==> src/rtl/icache_ctrl_pkg.sv <==
// queue depth and count must stay powers of two so the FIFO pointers wrap on their own
package icache_ctrl_pkg;

  localparam int MSHR_COUNT = 4;
  localparam int QUEUE_DEPTH = 4;
  localparam int MSHR_ID_BITS = $clog2(MSHR_COUNT);
  localparam int QUEUE_PTR_BITS = $clog2(QUEUE_DEPTH);

  typedef logic [MSHR_COUNT-1:0] mshr_vec_t;
  typedef logic [MSHR_ID_BITS-1:0] mshr_id_t;
  typedef logic [QUEUE_PTR_BITS-1:0] queue_ptr_t;
  // one extra bit so a full queue can be told from an empty one
  typedef logic [$clog2(QUEUE_DEPTH+1)-1:0] queue_count_t;

  typedef enum logic [2:0] {
    LK_IDLE,
    LK_LOOKUP,
    LK_HIT,
    LK_ALLOC,
    LK_SEND_REQ
  } lookup_state_t;

  typedef enum logic [1:0] {
    RS_IDLE,
    RS_HIT,
    RS_DRAIN,
    RS_SEND
  } responder_state_t;

endpackage

==> src/rtl/icache_geom_pkg.sv <==
// byte addresses must be 8-byte aligned since the cache only returns whole 64-bit words
package icache_geom_pkg;

  localparam int PADDR_BITS = 22;
  localparam int LINE_BYTES = 32;
  localparam int WORD_BITS = 64;
  localparam int WORDS_PER_LINE = 4;
  localparam int SETS = 16;

  // address field widths, derived
  localparam int OFFSET_BITS = $clog2(LINE_BYTES);
  localparam int WORD_OFFSET_BITS = $clog2(WORD_BITS / 8);
  localparam int WORD_SEL_BITS = $clog2(WORDS_PER_LINE);
  localparam int INDEX_BITS = $clog2(SETS);
  localparam int BLOCK_BITS = PADDR_BITS - OFFSET_BITS;
  localparam int TAG_BITS = BLOCK_BITS - INDEX_BITS;
  localparam int LINE_BITS = LINE_BYTES * 8;

  typedef logic [PADDR_BITS-1:0] paddr_t;
  typedef logic [BLOCK_BITS-1:0] block_addr_t;
  typedef logic [INDEX_BITS-1:0] index_t;
  typedef logic [TAG_BITS-1:0] tag_t;
  typedef logic [WORD_SEL_BITS-1:0] word_sel_t;
  typedef logic [WORD_BITS-1:0] word_t;
  typedef logic [LINE_BITS-1:0] line_t;

endpackage

==> src/rtl/icache_array.sv <==
// direct mapped, no eviction path; a lookup on the same edge as a fill sees the old contents
module icache_array (
  input  logic                         clk_in,
  input  logic                         rst_N_in,
  input  logic                         lookup_in,
  input  icache_geom_pkg::paddr_t      lookup_addr,
  input  logic                         fill_in,
  input  icache_geom_pkg::block_addr_t fill_block,
  input  icache_geom_pkg::line_t       fill_line,
  input  logic                         flush,
  output logic                         hit,
  output icache_geom_pkg::word_t       hit_word
);

  logic [icache_geom_pkg::SETS-1:0] valid_q;
  icache_geom_pkg::tag_t            tags [icache_geom_pkg::SETS];
  icache_geom_pkg::line_t           lines [icache_geom_pkg::SETS];

  icache_geom_pkg::index_t    lk_index;
  icache_geom_pkg::tag_t      lk_tag;
  icache_geom_pkg::word_sel_t lk_sel;
  icache_geom_pkg::index_t    fill_index;

  assign lk_index = lookup_addr[icache_geom_pkg::OFFSET_BITS +: icache_geom_pkg::INDEX_BITS];
  assign lk_tag = lookup_addr[icache_geom_pkg::PADDR_BITS-1 -: icache_geom_pkg::TAG_BITS];
  assign lk_sel = lookup_addr[icache_geom_pkg::WORD_OFFSET_BITS +: icache_geom_pkg::WORD_SEL_BITS];
  assign fill_index = fill_block[icache_geom_pkg::INDEX_BITS-1:0];

  // valid bits and the registered hit flag
  always_ff @(posedge clk_in) begin
    if (!rst_N_in) begin
      valid_q <= '0;
      hit <= 1'b0;
    end else begin
      // flush beats a fill landing on the same edge
      if (flush) begin
        valid_q <= '0;
      end else if (fill_in) begin
        valid_q[fill_index] <= 1'b1;
      end
      if (lookup_in) begin
        hit <= valid_q[lk_index] && (tags[lk_index] == lk_tag);
      end
    end
  end

  // tag and data storage, word picked out at lookup time
  always_ff @(posedge clk_in) begin
    if (fill_in) begin
      tags[fill_index] <= fill_block[icache_geom_pkg::BLOCK_BITS-1:icache_geom_pkg::INDEX_BITS];
      lines[fill_index] <= fill_line;
    end
    if (lookup_in) begin
      hit_word <= lines[lk_index][lk_sel*icache_geom_pkg::WORD_BITS +: icache_geom_pkg::WORD_BITS];
    end
  end

endmodule

==> src/rtl/icache_lookup_ctrl.sv <==
// one request in flight at a time; a flush is taken only while idle and blocks new requests
module icache_lookup_ctrl (
  input  logic                         clk_in,
  input  logic                         rst_N_in,
  input  logic                         l0_valid_in,
  input  icache_geom_pkg::paddr_t      l0_addr_in,
  output logic                         l0_ready_out,
  input  logic                         flush_in,
  output logic                         lookup,
  output icache_geom_pkg::paddr_t      lookup_addr,
  output logic                         flush,
  input  logic                         hit,
  input  icache_geom_pkg::word_t       hit_word,
  output logic                         hit_valid,
  output icache_geom_pkg::paddr_t      hit_addr,
  output icache_geom_pkg::word_t       hit_word_out,
  input  logic                         hit_ready,
  input  icache_ctrl_pkg::mshr_vec_t   req_match,
  input  icache_ctrl_pkg::mshr_vec_t   full,
  input  icache_ctrl_pkg::mshr_vec_t   free,
  output icache_ctrl_pkg::mshr_vec_t   alloc,
  output icache_ctrl_pkg::mshr_vec_t   enqueue,
  output icache_geom_pkg::block_addr_t req_block,
  output icache_geom_pkg::word_sel_t   req_word_sel,
  output logic                         lc_valid_out,
  output icache_geom_pkg::paddr_t      lc_addr_out,
  input  logic                         lc_ready_in
);

  icache_ctrl_pkg::lookup_state_t state;
  icache_geom_pkg::paddr_t        addr_q;
  icache_ctrl_pkg::mshr_vec_t     first_free;

  assign l0_ready_out = (state == icache_ctrl_pkg::LK_IDLE) && !flush_in;
  assign flush = (state == icache_ctrl_pkg::LK_IDLE) && flush_in;
  assign lookup = l0_valid_in && l0_ready_out;
  assign lookup_addr = l0_addr_in;

  // the array holds its word until the next lookup, which cannot start before LK_IDLE
  assign hit_valid = (state == icache_ctrl_pkg::LK_HIT);
  assign hit_addr = addr_q;
  assign hit_word_out = hit_word;

  assign req_block = addr_q[icache_geom_pkg::PADDR_BITS-1:icache_geom_pkg::OFFSET_BITS];
  assign req_word_sel = addr_q[icache_geom_pkg::OFFSET_BITS-1:icache_geom_pkg::WORD_OFFSET_BITS];
  assign lc_valid_out = (state == icache_ctrl_pkg::LK_SEND_REQ);
  assign lc_addr_out = {req_block, {icache_geom_pkg::OFFSET_BITS{1'b0}}};

  // lowest numbered free queue, one-hot
  always_comb begin
    first_free = '0;
    for (int i = icache_ctrl_pkg::MSHR_COUNT - 1; i >= 0; i--) begin
      if (free[i]) begin
        first_free = icache_ctrl_pkg::mshr_vec_t'(1) << i;
      end
    end
  end

  // secondary miss joins its queue, primary miss takes a fresh one
  always_comb begin
    alloc = '0;
    enqueue = '0;
    if (state == icache_ctrl_pkg::LK_ALLOC) begin
      if (|req_match) begin
        if ((req_match & full) == '0) begin
          enqueue = req_match;
        end
      end else begin
        alloc = first_free;
        enqueue = first_free;
      end
    end
  end

  always_ff @(posedge clk_in) begin
    if (!rst_N_in) begin
      state <= icache_ctrl_pkg::LK_IDLE;
    end else begin
      case (state)
        icache_ctrl_pkg::LK_IDLE: begin
          if (lookup) begin
            state <= icache_ctrl_pkg::LK_LOOKUP;
          end
        end
        icache_ctrl_pkg::LK_LOOKUP: begin
          state <= hit ? icache_ctrl_pkg::LK_HIT : icache_ctrl_pkg::LK_ALLOC;
        end
        icache_ctrl_pkg::LK_HIT: begin
          if (hit_ready) begin
            state <= icache_ctrl_pkg::LK_IDLE;
          end
        end
        icache_ctrl_pkg::LK_ALLOC: begin
          // stays here while the queue is full or none is free
          if (|alloc) begin
            state <= icache_ctrl_pkg::LK_SEND_REQ;
          end else if (|enqueue) begin
            state <= icache_ctrl_pkg::LK_IDLE;
          end
        end
        icache_ctrl_pkg::LK_SEND_REQ: begin
          if (lc_ready_in) begin
            state <= icache_ctrl_pkg::LK_IDLE;
          end
        end
        default: begin
          state <= icache_ctrl_pkg::LK_IDLE;
        end
      endcase
    end
  end

  always_ff @(posedge clk_in) begin
    if (lookup) begin
      addr_q <= l0_addr_in;
    end
  end

endmodule

==> src/rtl/icache_responder.sv <==
// a fill with no matching queue is written to the array and produces no response
module icache_responder (
  input  logic                         clk_in,
  input  logic                         rst_N_in,
  input  logic                         hit_valid,
  input  icache_geom_pkg::paddr_t      hit_addr,
  input  icache_geom_pkg::word_t       hit_word,
  output logic                         hit_ready,
  input  logic                         lc_valid_in,
  input  icache_geom_pkg::paddr_t      lc_addr_in,
  input  icache_geom_pkg::line_t       lc_value_in,
  output logic                         lc_ready_out,
  output logic                         fill_in,
  output icache_geom_pkg::block_addr_t fill_block,
  output icache_geom_pkg::line_t       fill_line,
  input  icache_ctrl_pkg::mshr_vec_t   fill_match,
  input  icache_geom_pkg::word_sel_t [icache_ctrl_pkg::MSHR_COUNT-1:0] head_word_sel,
  output icache_ctrl_pkg::mshr_vec_t   dequeue,
  output logic                         l0_valid_out,
  output icache_geom_pkg::paddr_t      l0_addr_out,
  output icache_geom_pkg::word_t       l0_value_out,
  input  logic                         l0_ready_in
);

  icache_ctrl_pkg::responder_state_t state;
  icache_geom_pkg::block_addr_t      block_q;
  icache_geom_pkg::line_t            line_q;
  icache_ctrl_pkg::mshr_id_t         queue_q;
  icache_ctrl_pkg::mshr_id_t         match_id;
  icache_geom_pkg::word_sel_t        head_sel;
  logic                              drain_q;
  logic                              pop;

  assign lc_ready_out = (state == icache_ctrl_pkg::RS_IDLE);
  assign fill_in = lc_ready_out && lc_valid_in;
  // fills go first, a waiting hit just stays in LK_HIT
  assign hit_ready = (state == icache_ctrl_pkg::RS_IDLE) && !lc_valid_in;

  // while idle the queues compare against the incoming fill, afterwards against the latched one
  assign fill_block = (state == icache_ctrl_pkg::RS_IDLE) ?
      lc_addr_in[icache_geom_pkg::PADDR_BITS-1:icache_geom_pkg::OFFSET_BITS] : block_q;
  assign fill_line = lc_value_in;

  assign head_sel = head_word_sel[queue_q];
  assign pop = (state == icache_ctrl_pkg::RS_DRAIN) && fill_match[queue_q];
  assign dequeue = pop ? (icache_ctrl_pkg::mshr_vec_t'(1) << queue_q) : '0;

  always_comb begin
    match_id = '0;
    for (int i = icache_ctrl_pkg::MSHR_COUNT - 1; i >= 0; i--) begin
      if (fill_match[i]) begin
        match_id = icache_ctrl_pkg::mshr_id_t'(i);
      end
    end
  end

  always_ff @(posedge clk_in) begin
    if (!rst_N_in) begin
      state <= icache_ctrl_pkg::RS_IDLE;
      l0_valid_out <= 1'b0;
      drain_q <= 1'b0;
    end else begin
      case (state)
        icache_ctrl_pkg::RS_IDLE: begin
          if (fill_in) begin
            drain_q <= 1'b1;
            state <= icache_ctrl_pkg::RS_DRAIN;
          end else if (hit_valid) begin
            drain_q <= 1'b0;
            state <= icache_ctrl_pkg::RS_HIT;
          end
        end
        icache_ctrl_pkg::RS_HIT: begin
          l0_valid_out <= 1'b1;
          state <= icache_ctrl_pkg::RS_SEND;
        end
        icache_ctrl_pkg::RS_DRAIN: begin
          // queue goes free after its last pop, which ends the replay
          if (pop) begin
            l0_valid_out <= 1'b1;
            state <= icache_ctrl_pkg::RS_SEND;
          end else begin
            drain_q <= 1'b0;
            state <= icache_ctrl_pkg::RS_IDLE;
          end
        end
        icache_ctrl_pkg::RS_SEND: begin
          if (l0_ready_in) begin
            l0_valid_out <= 1'b0;
            state <= drain_q ? icache_ctrl_pkg::RS_DRAIN : icache_ctrl_pkg::RS_IDLE;
          end
        end
        default: begin
          state <= icache_ctrl_pkg::RS_IDLE;
        end
      endcase
    end
  end

  // latched fill and the response payload
  always_ff @(posedge clk_in) begin
    if (fill_in) begin
      block_q <= fill_block;
      line_q <= lc_value_in;
      queue_q <= match_id;
    end
    if (hit_valid && hit_ready) begin
      l0_addr_out <= hit_addr;
      l0_value_out <= hit_word;
    end else if (pop) begin
      l0_addr_out <= {block_q, head_sel, {icache_geom_pkg::WORD_OFFSET_BITS{1'b0}}};
      l0_value_out <= line_q[head_sel*icache_geom_pkg::WORD_BITS +: icache_geom_pkg::WORD_BITS];
    end
  end

endmodule

==> src/rtl/icache_top.sv <==
// responses may come back out of request order, so L0 must match them by l0_addr_out
module icache_top (
  input  logic                    clk_in,
  input  logic                    rst_N_in,
  input  logic                    flush_in,
  input  logic                    l0_valid_in,
  input  icache_geom_pkg::paddr_t l0_addr_in,
  output logic                    l0_ready_out,
  output logic                    l0_valid_out,
  output icache_geom_pkg::paddr_t l0_addr_out,
  output icache_geom_pkg::word_t  l0_value_out,
  input  logic                    l0_ready_in,
  output logic                    lc_valid_out,
  output icache_geom_pkg::paddr_t lc_addr_out,
  input  logic                    lc_ready_in,
  input  logic                    lc_valid_in,
  input  icache_geom_pkg::paddr_t lc_addr_in,
  input  icache_geom_pkg::line_t  lc_value_in,
  output logic                    lc_ready_out
);

  logic                         lookup;
  icache_geom_pkg::paddr_t      lookup_addr;
  logic                         flush;
  logic                         hit;
  icache_geom_pkg::word_t       hit_word;
  logic                         hit_valid;
  icache_geom_pkg::paddr_t      hit_addr;
  icache_geom_pkg::word_t       hit_word_fwd;
  logic                         hit_ready;
  icache_ctrl_pkg::mshr_vec_t   alloc;
  icache_ctrl_pkg::mshr_vec_t   enqueue;
  icache_ctrl_pkg::mshr_vec_t   dequeue;
  icache_ctrl_pkg::mshr_vec_t   req_match;
  icache_ctrl_pkg::mshr_vec_t   fill_match;
  icache_ctrl_pkg::mshr_vec_t   full;
  icache_ctrl_pkg::mshr_vec_t   free;
  icache_geom_pkg::block_addr_t req_block;
  icache_geom_pkg::word_sel_t   req_word_sel;
  icache_geom_pkg::word_sel_t [icache_ctrl_pkg::MSHR_COUNT-1:0] head_word_sel;
  logic                         fill_in;
  icache_geom_pkg::block_addr_t fill_block;
  icache_geom_pkg::line_t       fill_line;

  icache_array icache_array_inst (
    .clk_in      (clk_in),
    .rst_N_in    (rst_N_in),
    .lookup_in   (lookup),
    .lookup_addr (lookup_addr),
    .fill_in     (fill_in),
    .fill_block  (fill_block),
    .fill_line   (fill_line),
    .flush       (flush),
    .hit         (hit),
    .hit_word    (hit_word)
  );

  icache_lookup_ctrl icache_lookup_ctrl_inst (
    .clk_in       (clk_in),
    .rst_N_in     (rst_N_in),
    .l0_valid_in  (l0_valid_in),
    .l0_addr_in   (l0_addr_in),
    .l0_ready_out (l0_ready_out),
    .flush_in     (flush_in),
    .lookup       (lookup),
    .lookup_addr  (lookup_addr),
    .flush        (flush),
    .hit          (hit),
    .hit_word     (hit_word),
    .hit_valid    (hit_valid),
    .hit_addr     (hit_addr),
    .hit_word_out (hit_word_fwd),
    .hit_ready    (hit_ready),
    .req_match    (req_match),
    .full         (full),
    .free         (free),
    .alloc        (alloc),
    .enqueue      (enqueue),
    .req_block    (req_block),
    .req_word_sel (req_word_sel),
    .lc_valid_out (lc_valid_out),
    .lc_addr_out  (lc_addr_out),
    .lc_ready_in  (lc_ready_in)
  );

  // one miss queue per outstanding block
  for (genvar i = 0; i < icache_ctrl_pkg::MSHR_COUNT; i++) begin : g_mshr
    mshr_queue mshr_queue_inst (
      .clk_in        (clk_in),
      .rst_N_in      (rst_N_in),
      .alloc         (alloc[i]),
      .enqueue       (enqueue[i]),
      .dequeue       (dequeue[i]),
      .req_block     (req_block),
      .req_word_sel  (req_word_sel),
      .fill_block    (fill_block),
      .req_match     (req_match[i]),
      .fill_match    (fill_match[i]),
      .full          (full[i]),
      .free          (free[i]),
      .head_word_sel (head_word_sel[i])
    );
  end

  icache_responder icache_responder_inst (
    .clk_in        (clk_in),
    .rst_N_in      (rst_N_in),
    .hit_valid     (hit_valid),
    .hit_addr      (hit_addr),
    .hit_word      (hit_word_fwd),
    .hit_ready     (hit_ready),
    .lc_valid_in   (lc_valid_in),
    .lc_addr_in    (lc_addr_in),
    .lc_value_in   (lc_value_in),
    .lc_ready_out  (lc_ready_out),
    .fill_in       (fill_in),
    .fill_block    (fill_block),
    .fill_line     (fill_line),
    .fill_match    (fill_match),
    .head_word_sel (head_word_sel),
    .dequeue       (dequeue),
    .l0_valid_out  (l0_valid_out),
    .l0_addr_out   (l0_addr_out),
    .l0_value_out  (l0_value_out),
    .l0_ready_in   (l0_ready_in)
  );

endmodule

==> src/rtl/mshr_queue.sv <==
// enqueue on a full queue or dequeue on an empty one is not guarded here, the controllers avoid it
module mshr_queue (
  input  logic                         clk_in,
  input  logic                         rst_N_in,
  input  logic                         alloc,
  input  logic                         enqueue,
  input  logic                         dequeue,
  input  icache_geom_pkg::block_addr_t req_block,
  input  icache_geom_pkg::word_sel_t   req_word_sel,
  input  icache_geom_pkg::block_addr_t fill_block,
  output logic                         req_match,
  output logic                         fill_match,
  output logic                         full,
  output logic                         free,
  output icache_geom_pkg::word_sel_t   head_word_sel
);

  logic                          busy;
  icache_geom_pkg::block_addr_t  block_q;
  icache_geom_pkg::word_sel_t    fifo [icache_ctrl_pkg::QUEUE_DEPTH];
  icache_ctrl_pkg::queue_ptr_t   rd_ptr;
  icache_ctrl_pkg::queue_ptr_t   wr_ptr;
  icache_ctrl_pkg::queue_count_t count;

  assign free = !busy;
  assign full = (count == icache_ctrl_pkg::QUEUE_DEPTH);
  // a free queue matches nothing, whatever its stale block holds
  assign req_match = busy && (block_q == req_block);
  assign fill_match = busy && (block_q == fill_block);
  assign head_word_sel = fifo[rd_ptr];

  always_ff @(posedge clk_in) begin
    if (!rst_N_in) begin
      busy <= 1'b0;
      rd_ptr <= '0;
      wr_ptr <= '0;
      count <= '0;
    end else begin
      if (enqueue) begin
        wr_ptr <= wr_ptr + 1'b1;
      end
      if (dequeue) begin
        rd_ptr <= rd_ptr + 1'b1;
      end
      if (enqueue && !dequeue) begin
        count <= count + 1'b1;
      end else if (dequeue && !enqueue) begin
        count <= count - 1'b1;
      end
      // a late enqueue on the last pop keeps the queue alive
      if (alloc) begin
        busy <= 1'b1;
      end else if (dequeue && !enqueue && count == 1) begin
        busy <= 1'b0;
      end
    end
  end

  always_ff @(posedge clk_in) begin
    if (alloc) begin
      block_q <= req_block;
    end
    if (enqueue) begin
      fifo[wr_ptr] <= req_word_sel;
    end
  end

endmodule

==> config.mk <==
export PLATFORM = sky130hd
export DESIGN_NAME = icache_top
export DESIGN_NICKNAME = d
export VERILOG_FILES = /design/src/rtl/icache_ctrl_pkg.sv /design/src/rtl/icache_geom_pkg.sv /design/src/rtl/icache_array.sv /design/src/rtl/icache_lookup_ctrl.sv /design/src/rtl/icache_responder.sv /design/src/rtl/icache_top.sv /design/src/rtl/mshr_queue.sv
export SDC_FILE = /design/constraint.sdc
export NUM_CORES = 2
export LEC_CHECK = 0
export BUFFER_PORTS_ARGS = -buffer_cell sky130_fd_sc_hd__buf_2
export CAP_MARGIN = 20
export CORE_MARGIN = 2
export CORE_UTILIZATION = 60
export DETAILED_ROUTE_END_ITERATION = 6
export GPL_TIMING_DRIVEN = 0
export PLACE_DENSITY = 0.77
export SLEW_MARGIN = 20
export SYNTH_ARGS = -nofsm -noshare
export SYNTH_HDL_FRONTEND = slang
export SYNTH_MEMORY_MAX_BITS = 65536
export SYNTH_SLANG_ARGS = --single-unit
==> constraint.sdc <==
create_clock -name clk_in -period 70.5 [get_ports clk_in]
set_input_delay 7.05 -clock clk_in [delete_from_list [all_inputs] [get_ports clk_in]]
set_output_delay 7.05 -clock clk_in [all_outputs]
set_load 0.03 [all_outputs]
==> metrics.csv <==
metric,value,unit
"EDFF count, synth",4851,
clock root buffer,clkbuf_16,
CP max stage delay,290,ps
"Most Used Layer, Global Route",met2,
cells after synthesis,7699,
top_reg_cell synth,edfxtp_1,
"Slew Viols, Final",0,
CTS tree,done,
CTS Buffer Depth,4,
DIE AREA,317000,µm²
Placed Instances,12900,
DR iter-0 viols,18500,
PortBufs,408,
drt via density,7.22,
All-Layer GR Usage,36.5,%
M2 GR Usage,57.4,%
Setup CP Type,in2out,
fraction of layout cells with a size suffix above 1,35.9,%
Crit. End Element,output port,
Synth Warn #,0,
wire per inst,42.0,µm
Final min period,14770,ps
drt pass-1 iters,6,
Die X,563,µm
PD cells,29.2,nW/µm²
DP HPWL,349000,µm
M3 GR Usage,10.0,%
clock sink total,4915,
"Data arrival, critical path",7720,ps
r2r setup slk,64180,ps
Worst-Margin Slew,1260,ps
synthesized area,188000,µm²
Max H-tree Level,5,
routing usage on met1,46.8,%
row count,205,
final hold violations,0,
Max IR drop VDD,0.0000248,V
final cell count without fillers,13900,
"delay-heaviest family, CP",buffers and inverters,
detailed-route via count,100000,
period utilization,21.0,%
"leading cell type in the layout, fill and taps excluded",edfxtp_1,
Starting Density,60.2,%
Max Cap Viol,0,
height of the die,563,µm
post-CTS setup buffer count,0,
cell breakdown of the critical path,"buf_2, nor4_1, buf_2",
nets,9565,
Critical Path Fanout Max,2,
"Top cell by count, worst path",buf_2,
RSZ-0062 raised after global routing,false,
"Avg Cell Area, Syn",24.4,µm²
CTS resizes,0,
routability-driven placement congestion ratio,0.874,
initial antenna violation count,139,
vias in the first global route,100000,
Clock Pin Slew Worst Setup and Hold Paths,60,ps
"Seq/Total Area, Yosys",78.4,%
synthesis-stage register bit count,4915,
Worst path slowest cell,nor4_1,
"Buf+Inv Stages, Crit Path",2,
Post-route DRC,0,
worst hold-check path type,reg2reg,
Slew HR,16.0,%
outcome,finished clean,
Clock Skew,77.7,ps
Final ANT Viol Nets,0,
cts hold-fix bufs,0,
Setup TNS,0,ps
drt total wl,582000,µm
first-pass GRT wire length,794000,µm
P&R area growth vs syn,16.0,%
post-synth cell types,65,
grt ovf,0,
setup violators final,0,
pin count of the biggest net entering global routing,51,
Setup crit start kind,primary input,
IO Count,419,
"commonest cells after routing, fill and taps aside","4851 x edfxtp_1, 1482 x mux4_2, 470 x clkbuf_16, 457 x buf_2, 437 x buf_4",
CTS buffer count,464,
Worst EP required,63450,ps
core area,311000,µm²
leak pwr,70.4,nW
fmax,0.0677,GHz
overall power,6.35,mW
clock latency on the worst-skew pair,1030,ps
Synth async-reset ratio,0,%
final timing paths:
path,start,cells after the start,to
worst min register to register,icache_array_inst.valid_q[7]$_SDFFE_PP0P_,1,icache_array_inst.valid_q[7]$_SDFFE_PP0P_
worst min-delay path,icache_array_inst.valid_q[7]$_SDFFE_PP0P_,1,icache_array_inst.valid_q[7]$_SDFFE_PP0P_
worst max-delay path,flush_in,3,l0_ready_out
worst max register to register,icache_responder_inst.state[1]$_SDFFE_PN0P_,20,icache_array_inst.lines[4][223]$_DFFE_PP_
cell families (layout without fill, tap and decap cells):
| logic type | after synthesis | count (layout) | synth area share (%) |
|---|---|---|---|
| XOR/XNOR | 154 | 154 | 0.719 |
| other | 1 | 117 | 0.00200 |
| flip-flops | 4915 | 4915 | 78.4 |
| AO/OA/AOI/OAI | 105 | 105 | 0.371 |
| buffers and inverters | 470 | 2372 | 1.00 |
| multiplexers | 1506 | 1506 | 18.0 |
| AND/OR/NAND/NOR | 508 | 508 | 1.29 |
| adder cells (fa/ha/maj) | 40 | 40 | 0.267 |
area by class of cell:
type,instances,area (µm²)
fillers,16900,93800
diodes,112,280
repair buffers,1049,9080
clock buffers,548,12100
clock inverters,305,3040
multi-input cells,2318,38800
plain buffers,415,1910
flip-flops and latches,4915,147000
inverters,55,214
well taps,4140,5180
sequential cells by signal, indices dropped and copies added (netlist names), 8 cells and up, named ones only:
register,count
icache_array_inst.valid_q,16
g_mshr.mshr_queue_inst.wr_ptr,8
g_mshr.mshr_queue_inst.count,12
icache_responder_inst.l0_addr_out,22
icache_responder_inst.l0_value_out,64
icache_array_inst.hit_word,64
icache_array_inst.lines,4096
icache_responder_inst.block_q,17
g_mshr.mshr_queue_inst.block_q,68
icache_lookup_ctrl_inst.hit_addr,22
g_mshr.mshr_queue_inst.fifo,32
icache_responder_inst.line_q,256
g_mshr.mshr_queue_inst.rd_ptr,8
icache_array_inst.tags,208
power breakdown:
part	switching, mW	internal, mW
clock	1.15	1.39
sequential	0.0284	3.31
combinational	0.299	0.172
total	1.48	4.88
through the flow:
step                      setup slack (ps)  utilization (%)  area, µm²  hold slack (ps)
final                                55730             69.9     218000              478
after global routing                 55690             69.8     217000              490
after CTS                            55710             69.7     217000              476
after detailed placement             55740             64.9     202000              450
after global placement                7930             62.5     195000              441
after floorplan                      35140                -     188000              435
worst register-to-register path, cell delays in order, from the launching register on:
cell and delay, ps:
dfxtp_1 630, or2_1 190, buf_6 150, buf_12 210, mux2i_4 430, clkbuf_1 530
inv_1 310, nor3_2 600, buf_6 250, buf_6 180, buf_4 230, buf_4 240
buf_4 230, buf_4 240, buf_4 260, buf_6 170, buf_4 240, buf_4 260
buf_4 240, buf_4 230, buf_4 210
routing by layer:
layer	wire, µm	share of wire (%)
met5	529	0.091
met3	81900	14
met4	39400	6.8
met2	278000	48
met1	181000	31
cells in the mapped netlist, types with 3 or more instances:
cell type  count  share of area [%]
nand2_1      281               0.56
a21boi_0       5              0.020
clkbuf_1     280               0.56
ha_1          40               0.27
mux2i_1       13              0.069
nor4_1        27              0.090
o21ai_1        3             0.0080
mux2i_4        7              0.084
o22ai_1        3              0.010
o2bb2ai_1      3              0.014
o21a_1        22              0.088
xor2_1        20              0.093
mux4_2      1482                 18
and2_1        41               0.14
nor2_1        22              0.044
or3_1          8              0.027
edfxtp_1    4851                 78
mux2i_2        3              0.022
a211oi_1       6              0.024
a21oi_1       18              0.048
o21ai_0       22              0.059
or3b_2         6              0.028
and3_1        10              0.033
a21o_1         6              0.024
buf_1        109               0.22
nor3b_1        3              0.012
dfxtp_1       64               0.68
inv_1         54               0.11
nand3_1       20              0.053
nor3_1        26              0.069
nand3b_1       3              0.012
nor2b_1       16              0.053
or2_2          4              0.013
nand4_1       23              0.077
buf_4         22              0.088
xnor2_1      134               0.63
nand4b_1       5              0.023
or4_1          3              0.012
(Power assumes the default switching activity.)
